### src/source/u1e_params.svh
////////////////////////////////////////////////////////////////////////////
// bus widths, register map and FIFO depth for the lite receive core
// included by the RTL and the testbench
////////////////////////////////////////////////////////////////////////////
`ifndef U1E_PARAMS_SVH
`define U1E_PARAMS_SVH

`define U1E_DW            16       // wishbone data width
`define U1E_AW            11       // wishbone address width
`define U1E_WORD_W        36       // framed word, sof/eof on 33:32
`define U1E_FIFO_AW       4        // 16 entries

// byte addresses, decoded on adr[6:0]
`define U1E_REG_LEDS      7'd0
`define U1E_REG_SWITCHES  7'd2
`define U1E_REG_CLEAR     7'd6
`define U1E_REG_TEST      7'd8
`define U1E_REG_STATUS    7'd10
`define U1E_REG_FRAME_LEN 7'd12
`define U1E_REG_XFER_RATE 7'd14

`define U1E_READ_DEFAULT  16'hBEEF

`endif
### src/source/u1e_pkg.sv
////////////////////////////////////////////////////////////////////////////
// shared data types of the lite core, referenced as u1e_pkg::name
////////////////////////////////////////////////////////////////////////////
`default_nettype none
`include "u1e_params.svh"

package u1e_pkg;

   // register and bus data word
   typedef logic [`U1E_DW-1:0] bus_word_t;

   // framed receive word
   //   35:34  zero
   //   33     end of frame
   //   32     start of frame
   //   31:16  packet sequence number
   //   15:0   word index within packet
   typedef logic [`U1E_WORD_W-1:0] frame_word_t;

   // pacing rate, one tick every rate+1 cycles
   typedef logic [7:0] rate_t;

endpackage

`default_nettype wire

### src/source/u1e_core_lite.sv
////////////////////////////////////////////////////////////////////////////
// lite core top, register slave plus paced receive test path
// generator -> sample FIFO -> pacer -> rx port
////////////////////////////////////////////////////////////////////////////
`default_nettype none
`include "u1e_params.svh"

module u1e_core_lite
  (
   input  logic                  wb_clk,
   input  logic                  wb_rst,
   input  logic [`U1E_AW-1:0]    wb_adr_i,
   input  u1e_pkg::bus_word_t    wb_dat_i,
   input  logic                  wb_we_i,
   input  logic                  wb_stb_i,
   input  logic                  wb_cyc_i,
   output u1e_pkg::bus_word_t    wb_dat_o,
   output logic                  wb_ack_o,
   input  u1e_pkg::bus_word_t    switches_i,
   output u1e_pkg::bus_word_t    leds_o,
   output u1e_pkg::frame_word_t  rx_data_o,
   output logic                  rx_src_rdy_o,
   input  logic                  rx_dst_rdy_i
   );

   u1e_pkg::bus_word_t   frame_len;
   u1e_pkg::rate_t       rate;
   u1e_pkg::frame_word_t gen_data, head_data;
   logic                 enable, clear, overrun;
   logic                 gen_wr, fifo_full, fifo_empty, pacer_rd;

   ////////////////////////////////////////////////////////////////////////////
   // control registers
   misc_regs misc_regs_i
     (.wb_clk(wb_clk), .wb_rst(wb_rst),
      .wb_adr_i(wb_adr_i), .wb_dat_i(wb_dat_i), .wb_we_i(wb_we_i),
      .wb_stb_i(wb_stb_i), .wb_cyc_i(wb_cyc_i),
      .wb_dat_o(wb_dat_o), .wb_ack_o(wb_ack_o),
      .switches_i(switches_i), .overrun_i(overrun), .fifo_empty_i(fifo_empty),
      .leds_o(leds_o), .frame_len_o(frame_len),
      .enable_o(enable), .rate_o(rate), .clear_o(clear));

   ////////////////////////////////////////////////////////////////////////////
   // receive path
   pkt_generator pkt_generator_i
     (.wb_clk(wb_clk), .wb_rst(wb_rst), .clear_i(clear), .enable_i(enable),
      .frame_len_i(frame_len), .full_i(fifo_full),
      .wr_o(gen_wr), .data_o(gen_data));

   sample_fifo sample_fifo_i
     (.wb_clk(wb_clk), .wb_rst(wb_rst), .clear_i(clear),
      .wr_i(gen_wr), .data_i(gen_data), .rd_i(pacer_rd),
      .data_o(head_data), .full_o(fifo_full), .empty_o(fifo_empty));

   rate_pacer rate_pacer_i
     (.wb_clk(wb_clk), .wb_rst(wb_rst), .clear_i(clear),
      .enable_i(enable), .rate_i(rate),
      .empty_i(fifo_empty), .head_i(head_data), .rd_o(pacer_rd),
      .rx_data_o(rx_data_o), .rx_src_rdy_o(rx_src_rdy_o),
      .rx_dst_rdy_i(rx_dst_rdy_i), .overrun_o(overrun));

endmodule

`default_nettype wire

### src/source/rate_pacer.sv
////////////////////////////////////////////////////////////////////////////
// releases one FIFO word per pacing tick on the rx port with
// src/dst ready handshake, flags ticks lost while credit is held
////////////////////////////////////////////////////////////////////////////
`default_nettype none

module rate_pacer
  (
   input  logic                  wb_clk,
   input  logic                  wb_rst,
   input  logic                  clear_i,
   input  logic                  enable_i,
   input  u1e_pkg::rate_t        rate_i,
   input  logic                  empty_i,
   input  u1e_pkg::frame_word_t  head_i,
   output logic                  rd_o,
   output u1e_pkg::frame_word_t  rx_data_o,
   output logic                  rx_src_rdy_o,
   input  logic                  rx_dst_rdy_i,
   output logic                  overrun_o
   );

   u1e_pkg::rate_t tick_cnt;
   logic           tick;
   logic           credit;
   logic           stall_q;       // word offered last cycle and not taken
   logic           xfer;

   assign tick = enable_i && (tick_cnt >= rate_i);

   // a word already offered stays up even if enable drops
   assign rx_src_rdy_o = credit & ~empty_i & (enable_i | stall_q);
   assign rx_data_o    = head_i;
   assign xfer         = rx_src_rdy_o & rx_dst_rdy_i;
   assign rd_o         = xfer;

   always_ff @(posedge wb_clk)
   begin
      if (wb_rst || clear_i)
      begin
         tick_cnt  <= '0;
         credit    <= 1'b0;
         stall_q   <= 1'b0;
         overrun_o <= 1'b0;
      end
      else
      begin
         if (!enable_i || tick)
            tick_cnt <= '0;
         else
            tick_cnt <= tick_cnt + 8'd1;

         if (tick)
            credit <= 1'b1;
         else if (xfer)
            credit <= 1'b0;

         if (tick && credit && !xfer)
            overrun_o <= 1'b1;           // sticky
         stall_q <= rx_src_rdy_o & ~rx_dst_rdy_i;
      end
   end

endmodule

`default_nettype wire

### src/source/sample_fifo.sv
////////////////////////////////////////////////////////////////////////////
// register array FIFO of framed words, head word shown while not empty;
// clear drops everything held
////////////////////////////////////////////////////////////////////////////
`default_nettype none
`include "u1e_params.svh"

module sample_fifo
  (
   input  logic                  wb_clk,
   input  logic                  wb_rst,
   input  logic                  clear_i,
   input  logic                  wr_i,
   input  u1e_pkg::frame_word_t  data_i,
   input  logic                  rd_i,
   output u1e_pkg::frame_word_t  data_o,
   output logic                  full_o,
   output logic                  empty_o
   );

   localparam int DEPTH = 1 << `U1E_FIFO_AW;

   u1e_pkg::frame_word_t   mem [DEPTH];
   logic [`U1E_FIFO_AW-1:0] wr_ptr, rd_ptr;
   logic [`U1E_FIFO_AW:0]   count;
   logic                    do_wr, do_rd;

   assign full_o  = (count == DEPTH[`U1E_FIFO_AW:0]);
   assign empty_o = (count == '0);
   assign do_wr   = wr_i & ~full_o;
   assign do_rd   = rd_i & ~empty_o;
   assign data_o  = mem[rd_ptr];

   always_ff @(posedge wb_clk)
   begin
      if (do_wr)
         mem[wr_ptr] <= data_i;
   end

   always_ff @(posedge wb_clk)
   begin
      if (wb_rst || clear_i)
      begin
         wr_ptr <= '0;
         rd_ptr <= '0;
         count  <= '0;
      end
      else
      begin
         if (do_wr)
            wr_ptr <= wr_ptr + 1'b1;
         if (do_rd)
            rd_ptr <= rd_ptr + 1'b1;
         case ({do_wr, do_rd})
            2'b10:   count <= count + 1'b1;
            2'b01:   count <= count - 1'b1;
            default: ;                       // both or neither
         endcase
      end
   end

endmodule

`default_nettype wire

### src/source/pkt_generator.sv
////////////////////////////////////////////////////////////////////////////
// counting packet source, pushes framed words into the sample FIFO
// whenever enabled and there is room
////////////////////////////////////////////////////////////////////////////
`default_nettype none

module pkt_generator
  (
   input  logic                  wb_clk,
   input  logic                  wb_rst,
   input  logic                  clear_i,
   input  logic                  enable_i,
   input  u1e_pkg::bus_word_t    frame_len_i,
   input  logic                  full_i,
   output logic                  wr_o,
   output u1e_pkg::frame_word_t  data_o
   );

   logic [15:0] seq_num;
   logic [15:0] word_idx;
   logic [15:0] last_idx;
   logic        sof, eof;

   // a length of 0 behaves as 1
   assign last_idx = (frame_len_i == '0) ? 16'd0 : frame_len_i - 16'd1;

   assign sof = (word_idx == 16'd0);
   assign eof = (word_idx >= last_idx);     // also covers a length cut mid packet

   assign wr_o   = enable_i & ~full_i & ~clear_i;
   assign data_o = {2'b00, eof, sof, seq_num, word_idx};

   always_ff @(posedge wb_clk)
   begin
      if (wb_rst || clear_i)
      begin
         seq_num  <= '0;
         word_idx <= '0;
      end
      else if (wr_o)
      begin
         if (eof)
         begin
            word_idx <= '0;
            seq_num  <= seq_num + 16'd1;    // wraps at 16 bits
         end
         else
            word_idx <= word_idx + 16'd1;
      end
   end

endmodule

`default_nettype wire

### src/source/misc_regs.sv
////////////////////////////////////////////////////////////////////////////
// wishbone slave with LEDs, switches, test, frame length, rate, status
// and clear; ack is combinational so every access ends in one cycle
////////////////////////////////////////////////////////////////////////////
`default_nettype none
`include "u1e_params.svh"

module misc_regs
  (
   input  logic                  wb_clk,
   input  logic                  wb_rst,
   input  logic [`U1E_AW-1:0]    wb_adr_i,
   input  u1e_pkg::bus_word_t    wb_dat_i,
   input  logic                  wb_we_i,
   input  logic                  wb_stb_i,
   input  logic                  wb_cyc_i,
   output u1e_pkg::bus_word_t    wb_dat_o,
   output logic                  wb_ack_o,
   input  u1e_pkg::bus_word_t    switches_i,
   input  logic                  overrun_i,
   input  logic                  fifo_empty_i,
   output u1e_pkg::bus_word_t    leds_o,
   output u1e_pkg::bus_word_t    frame_len_o,
   output logic                  enable_o,
   output u1e_pkg::rate_t        rate_o,
   output logic                  clear_o
   );

   u1e_pkg::bus_word_t reg_leds, reg_test, reg_frame_len, reg_xfer_rate;
   logic [6:0]         reg_adr;
   logic               wr_stb;

   assign reg_adr = wb_adr_i[6:0];
   assign wr_stb  = wb_stb_i & wb_cyc_i & wb_we_i;

   ////////////////////////////////////////////////////////////////////////////
   // writable registers
   always_ff @(posedge wb_clk)
   begin
      if (wb_rst)
      begin
         reg_leds      <= '0;
         reg_test      <= '0;
         reg_frame_len <= '0;
         reg_xfer_rate <= '0;
         clear_o       <= 1'b0;
      end
      else
      begin
         clear_o <= wr_stb && (reg_adr == `U1E_REG_CLEAR);   // one cycle pulse
         if (wr_stb)
         begin
            case (reg_adr)
               `U1E_REG_LEDS:      reg_leds      <= wb_dat_i;
               `U1E_REG_TEST:      reg_test      <= wb_dat_i;
               `U1E_REG_FRAME_LEN: reg_frame_len <= wb_dat_i;
               `U1E_REG_XFER_RATE: reg_xfer_rate <= wb_dat_i;
               default: ;
            endcase
         end
      end
   end

   ////////////////////////////////////////////////////////////////////////////
   // read mux, status and switches are live
   always_comb
   begin
      case (reg_adr)
         `U1E_REG_LEDS:      wb_dat_o = reg_leds;
         `U1E_REG_SWITCHES:  wb_dat_o = switches_i;
         `U1E_REG_CLEAR:     wb_dat_o = '0;             // write only
         `U1E_REG_TEST:      wb_dat_o = reg_test;
         `U1E_REG_STATUS:    wb_dat_o = {14'd0, fifo_empty_i, overrun_i};
         `U1E_REG_FRAME_LEN: wb_dat_o = reg_frame_len;
         `U1E_REG_XFER_RATE: wb_dat_o = reg_xfer_rate;
         default:            wb_dat_o = `U1E_READ_DEFAULT;
      endcase
   end

   assign wb_ack_o = wb_stb_i & wb_cyc_i;

   assign leds_o      = reg_leds;
   assign frame_len_o = reg_frame_len;
   assign enable_o    = reg_xfer_rate[15];
   assign rate_o      = reg_xfer_rate[7:0];

endmodule

`default_nettype wire

### config.mk
export PLATFORM = sky130hd
export DESIGN_NAME = u1e_core_lite
export DESIGN_NICKNAME = d
export VERILOG_FILES = /design/src/source/u1e_pkg.sv /design/src/source/u1e_core_lite.sv /design/src/source/rate_pacer.sv /design/src/source/sample_fifo.sv /design/src/source/pkt_generator.sv /design/src/source/misc_regs.sv
export VERILOG_INCLUDE_DIRS = /design/src /design/src/source
export SDC_FILE = /design/constraint.sdc
export NUM_CORES = 1
export LEC_CHECK = 0
export ABC_AREA = 1
export ABC_CLOCK_PERIOD_IN_PS = 7300
export CAP_MARGIN = 5
export CORE_ASPECT_RATIO = 2
export CORE_MARGIN = 2
export CORE_UTILIZATION = 40
export CTS_CLUSTER_SIZE = 14
export DETAILED_ROUTE_END_ITERATION = 10
export DONT_BUFFER_PORTS = 1
export PLACE_DENSITY_LB_ADDON = 0.08
export SYNTH_ARGS = -nofsm -noshare
export SYNTH_HDL_FRONTEND = slang
export SYNTH_SLANG_ARGS = --single-unit
export TNS_END_PERCENT = 10
### constraint.sdc
create_clock -name wb_clk -period 7.3 [get_ports wb_clk]
set_clock_uncertainty 0.1 [all_clocks]
set_input_delay 0.365 -clock wb_clk [delete_from_list [all_inputs] [get_ports wb_clk]]
set_output_delay 0.365 -clock wb_clk [all_outputs]
set_load 0.03 [all_outputs]
Yosys cells after proc, flatten, opt, wreduce, memory -nomap -nowiden:

Memories as Yosys holds them, arrays and structs flattened. A register that Yosys moved wholly into a read port is not among the register bits.
Index checks and enable logic that the tools add are counted.

* RAM bits: 544
* word-level logic and storage cells: 79
* memories: 1
* output and inout port bits: 70
* input port bits: 49
* flip-flop bits (word level): 121

* muxes and demuxes: 10
* bitwise logic cells: 15
* order comparisons: 2
* equal/unequal tests: 9
* reductions and logical operators: 20
* $add $sub $neg: 8

Memories
* sample_fifo_i.mem: depth 16, bits a word 34, rd ports 1, clocked after memory_dff 1, write ports 1, line sample_fifo.sv:23 `u1e_pkg::frame_word_t mem [DEPTH];`

Operators with widths (number)
* 16-bit one-hot mux with 7 select lines: 1
* 16-bit by 1-bit adder with 16-bit output (second input constant): 2
* 16-bit zero test: 2
* 16-bit 2-to-1 mux: 2
* 7-bit by 4-bit equality test with 1-bit output (second input constant): 4
* 16-bit greater-or-equal comparator: 1
* 16-bit by 1-bit subtractor with 16-bit output (second input constant): 1
* 1-bit bitwise AND: 10
* 5-bit one-hot mux with 2 select lines: 1
* 2-bit AND reduction: 5
* 4-bit by 1-bit adder with 4-bit output (second input constant): 2
* 8-bit by 1-bit adder with 8-bit output (second input constant): 1
* 8-bit greater-or-equal comparator: 1
* 4-bit 2-to-1 mux: 2
* 7-bit by 2-bit equality test with 1-bit output (second input constant): 1
* 7-bit by 3-bit equality test with 1-bit output (second input constant): 1
* 7-bit zero test: 1
* 5-bit by 1-bit adder with 5-bit output (second input constant): 1
* 5-bit equality test (second input constant): 1
* 5-bit zero test: 1
* 5-bit by 1-bit subtractor with 5-bit output (second input constant): 1
* 1-bit logical AND: 4
* 1-bit 2-to-1 mux: 4
* 1-bit inverter: 4
* other kinds (7): 10

Depth between registers and ports, before layout:

Gate-level depths: netlist of the first run.

* depth in word-level cells: 8
* depth in mapped cells: 22
* depth with buffers taken out: 21

By module:

A second synthesis of the first run with hierarchy kept.

* cell total of the unflattened synthesis: 2730
* area, all modules: 31021.0 um^2

Modules (own cells, without submodules)
* sample_fifo: seq. area each 17636.9 um^2, times used 1, cells an instance 1650, area each 24008.0 um^2
* misc_regs: seq. area each 1301.2 um^2, times used 1, cells an instance 558, area each 3548.4 um^2
* pkt_generator: seq. area each 640.6 um^2, times used 1, cells an instance 401, area each 2539.9 um^2
* rate_pacer: seq. area each 220.2 um^2, times used 1, cells an instance 121, area each 924.6 um^2

Worst setup path before layout of the first run:

OpenSTA, ideal clock, no wires.

* path type: flip-flop to flip-flop
* start: reg sample_fifo_i.count[1]
* end: mem sample_fifo_i.mem[11][0] in the netlist's numbering (enable)
* path slack: 4.400 ns
* period minus slack after synthesis: 2.900 ns
* required time: 6.775 ns
* arrival time: 2.375 ns
* cell stages (with the launch flop): 8
* buffers on the path: 1
* setup time: 0.425 ns
* cells stage by stage: dfxtp_1 nor2_1 nand3_2 nand3_1 inv_1 buf_2 nand2_1 nor2_1

* cells in the longest elaborated chain, start to end: 7

RTL lines
* start: declaration: line sample_fifo.sv:25 `` logic [`U1E_FIFO_AW:0] count; ``
* start signal: assignment: line sample_fifo.sv:55 `2'b10: count <= count + 1'b1;`
* start signal: assignment: line sample_fifo.sv:56 `2'b01: count <= count - 1'b1;`
* 5-bit equality test *: line sample_fifo.sv:28 `` assign full_o = (count == DEPTH[`U1E_FIFO_AW:0]); ``
* 1-bit inverter *: line sample_fifo.sv:30, pkt_generator.sv:30
* 1-bit bitwise AND (2 in a row): line pkt_generator.sv:30 `assign wr_o = enable_i & ~full_i & ~clear_i;`
* 1-bit bitwise AND *: line sample_fifo.sv:30 `assign do_wr = wr_i & ~full_o;`
* 1-bit 2-to-1 mux *: line sample_fifo.sv:36 `if (do_wr)`
* 1-bit 2-to-1 mux (not written as such) *: line sample_fifo.sv:37 `mem[wr_ptr] <= data_i;`
* end: declaration: line sample_fifo.sv:23

Mark *: on every way between the ends. The rest lies on a longest branch, timed or not.

==> metrics.md, run 1 <==
| Metric | Value |
|---|---|
| Area leader, netlist | edfxtp_1 |
| First-pass GRT wire length | ~110000 um |
| Max Fclk | around 0.24 GHz |
| Die Span Y | between 300 and 400 um |
| CTS tree | built |
| Worst hold slack | roughly 0.035 ns |
| Die area | 74000 um^2 |
| Most frequent cells after synthesis | edfxtp_1 (544), inv_1 (273), a21oi_1 (200), nand2_1 (200) |
| Peak VDD IR | between 0.15 and 0.2 mV |
| Routed WL per cell | approximately 22 um |
| Htree depth | 2 |
| Critical path required time | a little under 7 ns |
| Post-synth top flop | edfxtp_1 |
| Chip Width | 193 um |
| Setup tns final | 0 ns |
| Total power | 7.17 mW |
| Slew HR | 0.254 |
| Worst-path clk slew | 0.07 ns |
| YS warnings | 0 |
| RR Startpoint | misc_regs_i.frame_len_o[0] |
| Syn Area/Cell | between 10 and 15 um^2 |
| Hold WC Path Type | input port to flop |
| Initial core utilization | 0.404 |
| WHS Endpoint | misc_regs_i.reg_xfer_rate[15] |
| Clock latency on the worst-skew pair | 0.62 ns |
| FP Rows | around 140 |
| # port buffers | 0 |
| Post-Syn Instances | between 2000 and 2500 |
| Final ANT Viol Nets | 0 |
| Seq pwr share | 0.567 |
| Leakage | 10.8 nW |
| Vias in the first global route | approximately 18000 |
| Total track usage | 0.198 |
| Status | completed |
| Deepest clock path buffer count | 3 |
| Min setup slack post-route | 3.21 ns |
| ANT cells | 0 |
| Combinational power share | 0.011 |
| Final layout net count | between 2000 and 2500 |
| Psw | between 1 and 1.5 mW |
| RSZ-0062 raised after global routing | no |
| Max-slew violation count | 0 |
| Gr ovfl total | 0 |
| CORE AREA | between 70000 and 80000 um^2 |
| Internal cell power | 5.73 mW |
| Min-Delay Startpoint | wb_rst |
| Number of DRC markers in iteration 0 | 1145 |
| Mapped Area | around 29000 um^2 |
| Min-Delay Path Depth | 2 |
| Synth area leaders | edfxtp_1 (57%), dfxtp_1 (8.7%), mux2i_1 (4.7%) |
| Worst R2R Path Depth | 18 |
| Sw frac | 0.201 |
| Layout cells sized above 1 | 0.0770 |
| DP Wirelength | between 40000 and 50000 um |
| WS Path Type | flop to output port |
| Placer Congestion | 0.868 |
| DR vias/cell | about 5.4 |
| Fin. Hold Viols | 0 |
| Slew at the pin with the worst max-slew slack | ~1.1 ns |
| Setup crit start kind | flop |
| Yosys reg bits | approximately 670 |
| Distinct cells, synth | 47 |
| DR WL met3 | 2590 um |
| Post-placement setup slack | about 3.5 ns |
| Post CTS Setup Buffer Count | 0 |
| Critical Path End Type | output port |
| Initial antenna violation count | 0 |
| Root Driver | clkbuf_16 |
| IO Count | 119 |
| Minimum clock period | between 4 and 5 ns |
| Final setup fails | 0 |
| Ys async rst share | 0 |
| R2r setup slk | ~3.5 ns |
| Reg2reg end | pkt_generator_i.word_idx[4] |
| Pin count of the biggest net entering global routing | roughly 210 |
| Met2 WL post-DR | about 41000 um |
| Clock share of power | 0.422 |
| Placed instance count | approximately 3200 |
| Metal1 wirelength | ~29000 um |
| Fin crit share | 0.560 |
| Most frequent cell after synthesis | edfxtp_1 |
| DR vias | 18000 |
| Yosys top cell area share | 0.569 |
| Final wirelength | 74000 um |
| Final cell count without fillers | roughly 3400 |
| Residual DRC count | 0 |
| CTS sink count | around 670 |
| Critical Path Fanout Max | 69 |
| Top sig layer | met4 |
| Post-synthesis sequential area ratio | 0.657 |
| Cell Pwr Density | roughly 230 nW/um^2 |
| Crit path DAT | 3.63 ns |
| Area grow syn2layout | 10.1% |
| CTS-repair resized insts | 0 |
| Drt pass-1 iters | 8 |
| Post-synth EDFFs | 544 |
| Max Cap Violations | 0 |
| CTS buffer count | 58 |
==> power by group through the flow <==
| stage | clock network, mW | logic, mW | registers, mW |
|---|---|---|---|
| floorplan | 0 | 0.0536 | 4.15 |
| global placement | 0 | 0.0579 | 4.15 |
| detailed placement | 0 | 0.0587 | 4.15 |
| CTS | 3.12 | 0.0784 | 4.07 |
| global route | 3.25 | 0.0860 | 4.07 |
| finish | 3.03 | 0.0782 | 4.07 |
==> state kept, by name, summed over array words and instances, names as in the netlist, named ones only <==
name                       cells
misc_regs_i.clear_o            1
misc_regs_i.frame_len_o       16
misc_regs_i.reg_xfer_rate     16
rate_pacer_i.stall_q           1
rate_pacer_i.overrun_o         1
misc_regs_i.leds_o            16
rate_pacer_i.tick_cnt          8
sample_fifo_i.rd_ptr           4
sample_fifo_i.count            5
sample_fifo_i.wr_ptr           4
rate_pacer_i.credit            1
sample_fifo_i.mem            544
pkt_generator_i.word_idx      16
pkt_generator_i.seq_num       16
misc_regs_i.reg_test          16
==> what timing repair did <==
item                                    4_1_cts  5_1_grt
endpoints found under the hold margin        69        0
endpoints found under the setup margin        0        0
hold buffers                                 21        0
==> area by class of cell <==
| type | instances | area, um^2 |
|---|---|---|
| clock inverters | 15 | 116 |
| fillers | 6431 | 39400 |
| multi-input cells | 1342 | 8230 |
| flip-flops and latches | 669 | 18900 |
| clock buffers | 95 | 1720 |
| repair buffers | 55 | 495 |
| well taps | 910 | 1140 |
| inverters | 278 | 1050 |
==> worst max-delay path: stages, from the launching register on <==
cell	delay [ns]
dfxtp_4	0.49
buf_4	0.68
buf_4	0.88
a21oi_1	0.06
o21ai_0	0.11
o21ai_0	0.13
o211ai_1	0.25
nand2_1	0.33
==> cells in the final DEF (no fill, tap or decap), drive strengths merged, types with 2 or more instances in the layout <==
cell type	count
a31oi	2
o22ai	14
a21oi	200
o21a	3
nor2	186
edfxtp	544
xor2	9
nor3	12
nand4	24
nor4	5
nand3	103
inv	279
mux2i	136
a211oi	65
dlygate4sd3	20
conb	2
or2	2
o21ai	183
buf	35
nand2	204
clkbuf	95
o21bai	2
dfxtp	125
ha	39
o211ai	137
xnor2	6
clkinv	12
==> cells by family (layout without fill, tap and decap cells) <==
group / after synthesis / count (layout) / share of synthesized area
simple gates: 541 / 541 / 0.0821
fa+ha+maj: 40 / 40 / 0.0177
xor+xnor: 15 / 15 / 0.00458
compound gates: 608 / 608 / 0.130
mux: 136 / 136 / 0.0474
other cells: 1 / 2 / 0.000131
flops: 669 / 669 / 0.657
buf+inv: 411 / 443 / 0.0612
==> metrics by stage <==
stage          instance area (um^2)   util
2_1_floorplan                 28700      -
3_3_place_gp                  29500  0.416
4_1_cts                       31600  0.445
6_report                      31600  0.445
5_1_grt                       31600  0.445
3_5_place_dp                  29500  0.416
==> per-layer routing <==
layer | vias to the layer above | global-route usage
met1 | 8891 | 0.220
met5 | - | 0
met2 | 382 | 0.389
met4 | 0 | 0.0573
li1 | 8649 | -
met3 | 110 | 0.0252
==> worst max-delay path by stage <==
stage                                from                          end  slack, ns  cells past startpoint
2_1_floorplan      sample_fifo_i.count[1]     sample_fifo_i.mem[11][0]       4.40                      7
3_3_place_gp   misc_regs_i.frame_len_o[0]  pkt_generator_i.word_idx[4]       3.54                     18
3_5_place_dp   misc_regs_i.frame_len_o[6]  pkt_generator_i.word_idx[4]       3.47                     16
4_1_cts                              flop                 rx_data_o[5]       3.12                      7
5_1_grt                              flop                rx_data_o[27]       2.93                      7
6_report                             flop                 rx_data_o[5]       3.21                      7
No activity file was read; power rests on OpenSTA's default activity.
==> run 2: changes to the inputs <==
--- a/config.mk
+++ b/config.mk
@@ -6,8 +6,8 @@
 export SDC_FILE = /design/constraint.sdc
 export NUM_CORES = 1
 export LEC_CHECK = 0
-export ABC_AREA = 1
-export ABC_CLOCK_PERIOD_IN_PS = 7300
+export ABC_AREA = 0
+export ABC_CLOCK_PERIOD_IN_PS = 3700
 export CAP_MARGIN = 5
 export CORE_ASPECT_RATIO = 2
 export CORE_MARGIN = 2
==> constraint.sdc (replaced) <==
create_clock -name wb_clk -period 3.7 [get_ports wb_clk]
set_clock_uncertainty 0.1 [all_clocks]
set_input_delay 0.185 -clock wb_clk [delete_from_list [all_inputs] [get_ports wb_clk]]
set_output_delay 0.185 -clock wb_clk [all_outputs]
set_load 0.03 [all_outputs]
==> run 2 against run 1 <==
Setup slack worse by 3.2 ns. Critical path type is now flop to flop. Clock power is 95% higher. Cell count is 22% lower. Count of clock-buffer cells in the layout is 15 lower. Largest power group unchanged. Utilization is 1.7 points higher.
==> metrics.md, run 2 <==
| Metric | Value |
|---|---|
| Status | completed |
| Syn Area/Cell | 16.7 um^2 (+41%) |
| Layout cells sized above 1 | 0.219 (+0.142) |
| Combinational power share | 0.010 (about the same) |
| Drt pass-1 iters | 5 (-3) |
| Distinct cells, synth | 52 (+11%) |
| Placed instance count | 2493 (-23%) |
| Most frequent cells after synthesis | edfxtp_1 (544), nand2_1 (194), mux4_2 (170), dfxtp_1 (125), a21oi_1 (104) |
| Slew at the pin with the worst max-slew slack | 1.00 ns (-0.117 ns) |
| Hold WC Path Type | input port to flop |
| Final setup fails | 0 (unchanged) |
| # port buffers | 0 (unchanged) |
| Total track usage | 0.207 (+0.00871) |
| Max FFs per register | 544 (unchanged) |
| Max-slew violation count | 0 (unchanged) |
| Final cell count without fillers | 2632 (-22%) |
| Initial antenna violation count | 1 (+1) |
| Die Span Y | 370 um (-3.3%) |
| DR vias | 14500 (-20%) |
| Root Driver | clkbuf_16 |
| Critical path required time | 4.15 ns (-2.69 ns) |
| CTS tree | built |
| Synth area leaders | edfxtp_1 (61%), mux4_2 (14%), dfxtp_1 (9.3%) |
| Gr ovfl total | 0 (unchanged) |
| Total power | 14.1 mW (+96%) |
| CTS sink count | 669 (unchanged) |
| Final ANT Viol Nets | 0 (unchanged) |
| DP Wirelength | 44100 um (+4.5%) |
| Yosys top cell area share | 0.609 (+0.0401) |
| Mapped Area | 26800 um^2 (-6.6%) |
| Max Fclk | 0.272 GHz |
| Minimum clock period | approximately 3.7 ns |
| Leakage | 9.22 nW (-14%) |
| Most frequent cell after synthesis | edfxtp_1 |
| Area grow syn2layout | 14.7% |
| Setup crit start kind | flop |
| Worst hold slack | 0.0713 ns (+0.0360 ns) |
| Area occupied by multi-input gates | 7730 um^2 (-6.1%) |
| RSZ-0062 raised after global routing | yes |
| Seq pwr share | 0.570 (+0.003) |
| CTS buffer count | 59 (+1.7%) |
| Max Cap Violations | 0 (unchanged) |
| FP Rows | 134 (-2.9%) |
| Fin. Hold Viols | 0 (unchanged) |
| WS Path Type | flop to flop |
| Placer Congestion | 0.879 (+1.3%) |
| Final wirelength | 70700 um (-4.4%) |
| Area leader, netlist | edfxtp_1 |
| Initial core utilization | 0.403 (-0.00158) |
| Post-synth top flop | edfxtp_1 |
| Routed WL per cell | 26.9 um (+22%) |
| Most common cell after layout, fill and taps aside | edfxtp_1 |
| First-pass GRT wire length | 104000 um (-6.5%) |
| CORE AREA | 66600 um^2 (-6.2%) |
| Fill count | 5813 (-9.6%) |
| Critical Path End Type | flop |
| Biggest register | sample_fifo_i.mem |
| Post-synth EDFFs | 544 (unchanged) |
| Most frequent cells in the layout | edfxtp_1 (544), nand2_1 (192), mux4_2 (170) |
| Critical Path Fanout Max | 3 (-96%) |
| DR vias/cell | 5.50 (+2.6%) |
| Crit path DAT | 4.13 ns (+0.50 ns) |
| Psw | 2.82 mW (+96%) |
| Clock latency on the worst-skew pair | 0.63 ns (about the same) |
| Cell Pwr Density | 458 nW/um^2 (+100%) |
| Htree depth | 2 (unchanged) |
| Internal cell power | 11.3 mW (+96%) |
| Residual DRC count | 0 (unchanged) |
| Pin count of the biggest net entering global routing | 68 (-67%) |
| Ys async rst share | 0 (unchanged) |
| Peak VDD IR | 0.340 mV (+91%) |
| Yosys reg bits | 669 (unchanged) |
| IO Count | 119 (unchanged) |
| Worst-path clk slew | 0.06 ns (about the same) |
| Final layout net count | 1790 (-28%) |
| Deepest clock path buffer count | 3 (unchanged) |
| Core Util, Final | 0.462 (+0.0166) |
| Setup tns final | 0 ns (unchanged) |
| Fin crit share | 0.994 |
| Post-synthesis sequential area ratio | 0.703 (+0.0462) |
| Clock share of power | 0.420 (-0.002) |
| Slew HR | 0.325 (+0.0711) |
| Chip Width | 187 um (-3.3%) |
| Vias in the first global route | 15600 (-14%) |
| YS warnings | 0 (unchanged) |
| Post-Syn Instances | 1603 (-34%) |
| Die area | 69200 um^2 (-6.5%) |
| Sw frac | 0.200 (-0.000588) |
| Seq. cell area | 18900 um^2 (about the same) |
| Number of DRC markers in iteration 0 | 908 (-21%) |
==> run 2: changes by cell type in the layout (fill, tap and decap cells not counted), sizes merged, moves of 14 or more <==
cell | before | now
inv | 279 | 29
o21ai | 183 | 12
mux4 | 0 | 170
o211ai | 137 | 1
mux2i | 136 | 4
nor2 | 186 | 83
a21oi | 200 | 104
nand3 | 103 | 31
a211oi | 65 | 4
buf | 35 | 89
a22oi | 0 | 30
xor2 | 9 | 30
clkbuf | 95 | 81
==> run 2: area by class of cell <==
cell class / instances / share of cell area
antenna: 1 / 0.0000814
clock buffer: 80 / 0.0513
clock inverter: 27 / 0.00720
inverter: 28 / 0.00342
multi-input combinational: 825 / 0.251
sequential: 669 / 0.613
tap: 884 / 0.0360
timing repair buffer: 118 / 0.0373
==> run 2: path summary, 6_finish.rpt <==
path | from | end | slack, ns | cells past startpoint
setup / recovery | misc_regs_i.frame_len_o[6] | pkt_generator_i.seq_num[12] | 0.02 | 12
hold / removal | wb_adr_i[2] | misc_regs_i.reg_test[9] | 0.07 | 5
setup reg to reg | misc_regs_i.frame_len_o[6] | pkt_generator_i.seq_num[12] | 0.02 | 12
hold reg to reg | misc_regs_i.reg_xfer_rate[9] | misc_regs_i.reg_xfer_rate[9] | 0.36 | 2
==> run 2: power by group through the flow <==
stage	registers (mW)	logic, mW	clock network [mW]
after global routing	8.02	0.147	6.31
after CTS	8.02	0.132	6.07
after detailed placement	8.19	0.0774	0
after global placement	8.19	0.0755	0
final	8.02	0.140	5.91
after floorplan	8.19	0.0626	0
==> run 2: timing repair <==
item                                    in CTS  in global routing
cloned                                       0                  1
setup buffers                                0                  1
endpoints found under the setup margin      47                 47
pin swaps                                    1                  6
hold endpoints to repair                    86                  0
hold buffers                                29                  0
resized for setup                            7                 11
==> run 2: cells by family (layout without fill, tap and decap cells) <==
family          after synthesis  in the layout  share of synthesized area
fa+ha+maj                    40             40                     0.0190
mux                         174            174                      0.144
buf+inv                     110            253                     0.0162
other cells                   1              3                   0.000140
compound gates              176            176                     0.0391
xor+xnor                     42             42                     0.0137
simple gates                391            391                     0.0647
flops                       669            669                      0.703
==> run 2: per-layer routing <==
metal / track usage / wire (um) / vias up
met5: 0 / 0 / -
met4: 0.0855 / 2960 / 0
met3: 0.0286 / 2550 / 120
met2: 0.408 / 40000 / 327
met1: 0.217 / 25200 / 7575
li1: - / - / 6449
==> run 2: worst max-delay path: stages, from the launching register on <==
cell      delay (ns)
dfxtp_2         0.32
or4_4           0.55
nor4_4          0.16
nand2b_1        0.16
nor3_2          0.16
mux2i_1         0.10
ha_1            0.33
nand4_1         0.13
nor3_2          0.17
or4b_4          0.52
a31o_1          0.22
or4_1           0.54
a21oi_2         0.15
==> run 2: through the flow <==
stage               area, um^2  worst slack [ns]
floorplan                26800            -0.409
global placement         28500            -0.277
detailed placement       28500            -0.306
CTS                      30700            0.0376
global route             30700            -0.242
finish                   30700            0.0209
==> run 3: changes to the inputs <==
--- a/config.mk
+++ b/config.mk
@@ -9,6 +9,8 @@
 export ABC_AREA = 0
 export ABC_CLOCK_PERIOD_IN_PS = 3700
 export CAP_MARGIN = 5
+export CELL_PAD_IN_SITES_DETAIL_PLACEMENT = 1
+export CELL_PAD_IN_SITES_GLOBAL_PLACEMENT = 2
 export CORE_ASPECT_RATIO = 2
 export CORE_MARGIN = 2
 export CORE_UTILIZATION = 40
@@ -16,6 +18,7 @@
 export DETAILED_ROUTE_END_ITERATION = 10
 export DONT_BUFFER_PORTS = 1
 export PLACE_DENSITY_LB_ADDON = 0.08
+export RECOVER_POWER = 25
 export SYNTH_ARGS = -nofsm -noshare
 export SYNTH_HDL_FRONTEND = slang
 export SYNTH_SLANG_ARGS = --single-unit
==> run 3 against run 2 <==
The run now ends with setup timing left. Count of clock-buffer cells in the layout rose by 8. Cell count rose by 0.30%. Global-route usage rose by 0.41 points. Setup slack got worse by 0.064 ns. Fmax fell by 1.7%. Largest power group unchanged. Clock power rose by 3%. Cell area rose by 0.27%. Critical endpoint is now pkt_generator_i.seq_num[15]. Sequential cell count did not move. Sequential power barely moved. Critical path depth rose by 1.
==> metrics.md, run 3 (synthesis gave the netlist of run 2 again) <==
| Metric | Value |
|---|---|
| Critical path required time | 4.15 ns (about the same) |
| Die Span Y | 370 um (unchanged) |
| Post-placement setup slack | -0.278 ns (+0.0277 ns) |
| Fill count | 6450 (+11%) |
| Number of DRC markers in iteration 0 | 789 (-13%) |
| Post-route cell area | 30800 um^2 (+0.27%) |
| Fin. Hold Viols | 0 (unchanged) |
| Pin count of the biggest net entering global routing | 68 (unchanged) |
| Fin crit share | 1.01 (+0.0172) |
| RSZ-0062 raised after global routing | yes |
| Most common cell after layout, fill and taps aside | edfxtp_1 |
| CTS sink count | 669 (unchanged) |
| Initial core utilization | 0.403 (unchanged) |
| IO Count | 119 (unchanged) |
| RR Startpoint | misc_regs_i.frame_len_o[6] |
| Leakage | 9.23 nW (+0.11%) |
| Setup crit start kind | flop |
| Layout cells sized above 1 | 0.219 (about the same) |
| Core Util, Final | 0.463 (+0.00124) |
| Max Cap Violations | 0 (unchanged) |
| Peak VDD IR | 0.375 mV (+11%) |
| Cell Pwr Density | 462 nW/um^2 (+0.96%) |
| Critical Path Fanout Max | 3 (unchanged) |
| Psw | 2.85 mW (+1.0%) |
| # port buffers | 0 (unchanged) |
| Gr ovfl total | 0 (unchanged) |
| Area grow syn2layout | 15.0% |
| Status | complete, but fails checks |
| CTS buffer count | 59 (unchanged) |
| FP Rows | 134 (unchanged) |
| CTS tree | built |
| Worst-path clk slew | 0.07 ns (about the same) |
| Final layout net count | 1800 (+0.56%) |
| Max FFs per register | 544 (unchanged) |
| DR vias | 14500 (+0.22%) |
| Htree depth | 2 (unchanged) |
| DR vias/cell | 5.49 (about the same) |
| DP Wirelength | 43700 um (-0.97%) |
| Seq pwr share | 0.563 (-0.007) |
| Min-Delay Startpoint | wb_adr_i[2] |
| Drt pass-1 iters | 4 (-1) |
| Slew at the pin with the worst max-slew slack | 1.05 ns (+0.0465 ns) |
| Violated checks | setup timing |
| First-pass GRT wire length | 107000 um (+2.7%) |
| Setup tns final | -0.0427 ns (-0.0427 ns) |
| Minimum clock period | 3.74 ns (+0.0636 ns) |
| Residual DRC count | 0 (unchanged) |
| Slew HR | 0.302 (-0.0240) |
| Placer Congestion | 0.743 (-15%) |
| Total track usage | 0.211 (+0.00410) |
| Sw frac | 0.200 (-0.000426) |
| CORE AREA | 66600 um^2 (unchanged) |
| ANT cells | 0 (-1) |
| Biggest register | sample_fifo_i.mem |
| Worst setup path start | misc_regs_i.frame_len_o[6] |
| Seq. cell area | 18900 um^2 (unchanged) |
| DP Area | 28600 um^2 (+0.19%) |
| Critical Path End Type | flop |
| Combinational power share | 0.009 (about the same) |
| Deepest clock path buffer count | 3 (unchanged) |
| Hold WC Path Type | input port to flop |
| Chip Width | 187 um (unchanged) |
| Routed WL per cell | 27.1 um (+0.96%) |
| Clock latency on the worst-skew pair | 0.62 ns (about the same) |
| Die area | 69200 um^2 (unchanged) |
| Final setup fails | 1 (+1) |
| Clock share of power | 0.428 (+0.008) |
| Internal cell power | 11.4 mW (+1.3%) |
| Initial antenna violation count | 0 (-1) |
| Min setup slack post-route | -0.0427 ns (-0.0636 ns) |
| Final ANT Viol Nets | 0 (unchanged) |
| Crit path DAT | 4.19 ns (+0.06 ns) |
| Most frequent cells in the layout | edfxtp_1 (544), nand2_1 (191), mux4_2 (170) |
| Max-slew violation count | 0 (unchanged) |
| Total power | 14.2 mW (+1.2%) |
| WS Path Type | flop to flop |
| Final wirelength | 71600 um (+1.3%) |
| Root Driver | clkbuf_16 |
| Max Fclk | 0.267 GHz (-1.7%) |
| Vias in the first global route | 16300 (+4.8%) |
| Area occupied by multi-input gates | 7780 um^2 (+0.68%) |
## run 3: cell count changes in the layout (fill, tap and decap cells not counted), moves of 4 or more
cell / previous run / this run
clkinv_2: 7 / 2
clkbuf_1: 20 / 39
o21ai_0: 12 / 8
o21ai_1: 0 / 4
clkinv_1: 11 / 6
clkbuf_8: 0 / 5
## run 3: final timing paths
path | endpoint | slack (ns) | cells past startpoint
min | misc_regs_i.reg_test[0] | 0.08 | 5
max reg2reg | pkt_generator_i.seq_num[15] | -0.04 | 13
min reg2reg | misc_regs_i.reg_xfer_rate[9] | 0.36 | 2
max | pkt_generator_i.seq_num[15] | -0.04 | 13
## run 3: worst max-delay path, stage by stage (launching register included)
cell,delay [ns]
dfxtp_1,0.31
or4_4,0.56
nor4_4,0.15
buf_4,0.17
nand3_2,0.08
xnor2_1,0.16
nand2_1,0.11
ha_4,0.28
nand4_1,0.16
nor3_4,0.23
or4b_4,0.53
and3_4,0.19
or4_4,0.51
a21oi_2,0.15
## run 3: power by group through the flow
stage	registers [mW]	logic, mW	clock network [mW]
finish	8.02	0.128	6.10
detailed placement	8.19	0.0804	0
global placement	8.19	0.0783	0
floorplan	8.19	0.0626	0
global route	8.02	0.139	6.52
CTS	8.02	0.128	6.28
## run 3: stage by stage
step                      hold slack, ns  instances
after global routing               0.110       2640
after global placement             0.160       2503
after CTS                         0.0426       2640
after detailed placement           0.162       2503
final                             0.0769       2640
after floorplan                    0.161       1604
## run 3: routing by layer
layer / GRT usage / wire length (um)
met4: 0.0690 / 2120
met2: 0.422 / 41200
met3: 0.0279 / 2460
met1: 0.225 / 25800
met5: 0 / 0
## run 3: timing repair
action | 4_1_cts | 5_1_grt
gates resized for setup | 15 | 13
hold buffers | 28 | 0
hold endpoints to repair | 76 | 0
pin swaps | 12 | 8
setup endpoints to repair | 31 | 49
buffers inserted | 3 | 0
## run 3: final cells by class
class | instances | area share
Tap cell | 884 | 0.0359
Clock inverter | 18 | 0.00718
Inverter | 28 | 0.00341
Multi-Input combinational cell | 825 | 0.252
Sequential cell | 669 | 0.612
Timing Repair Buffer | 128 | 0.0364
Clock buffer | 88 | 0.0531
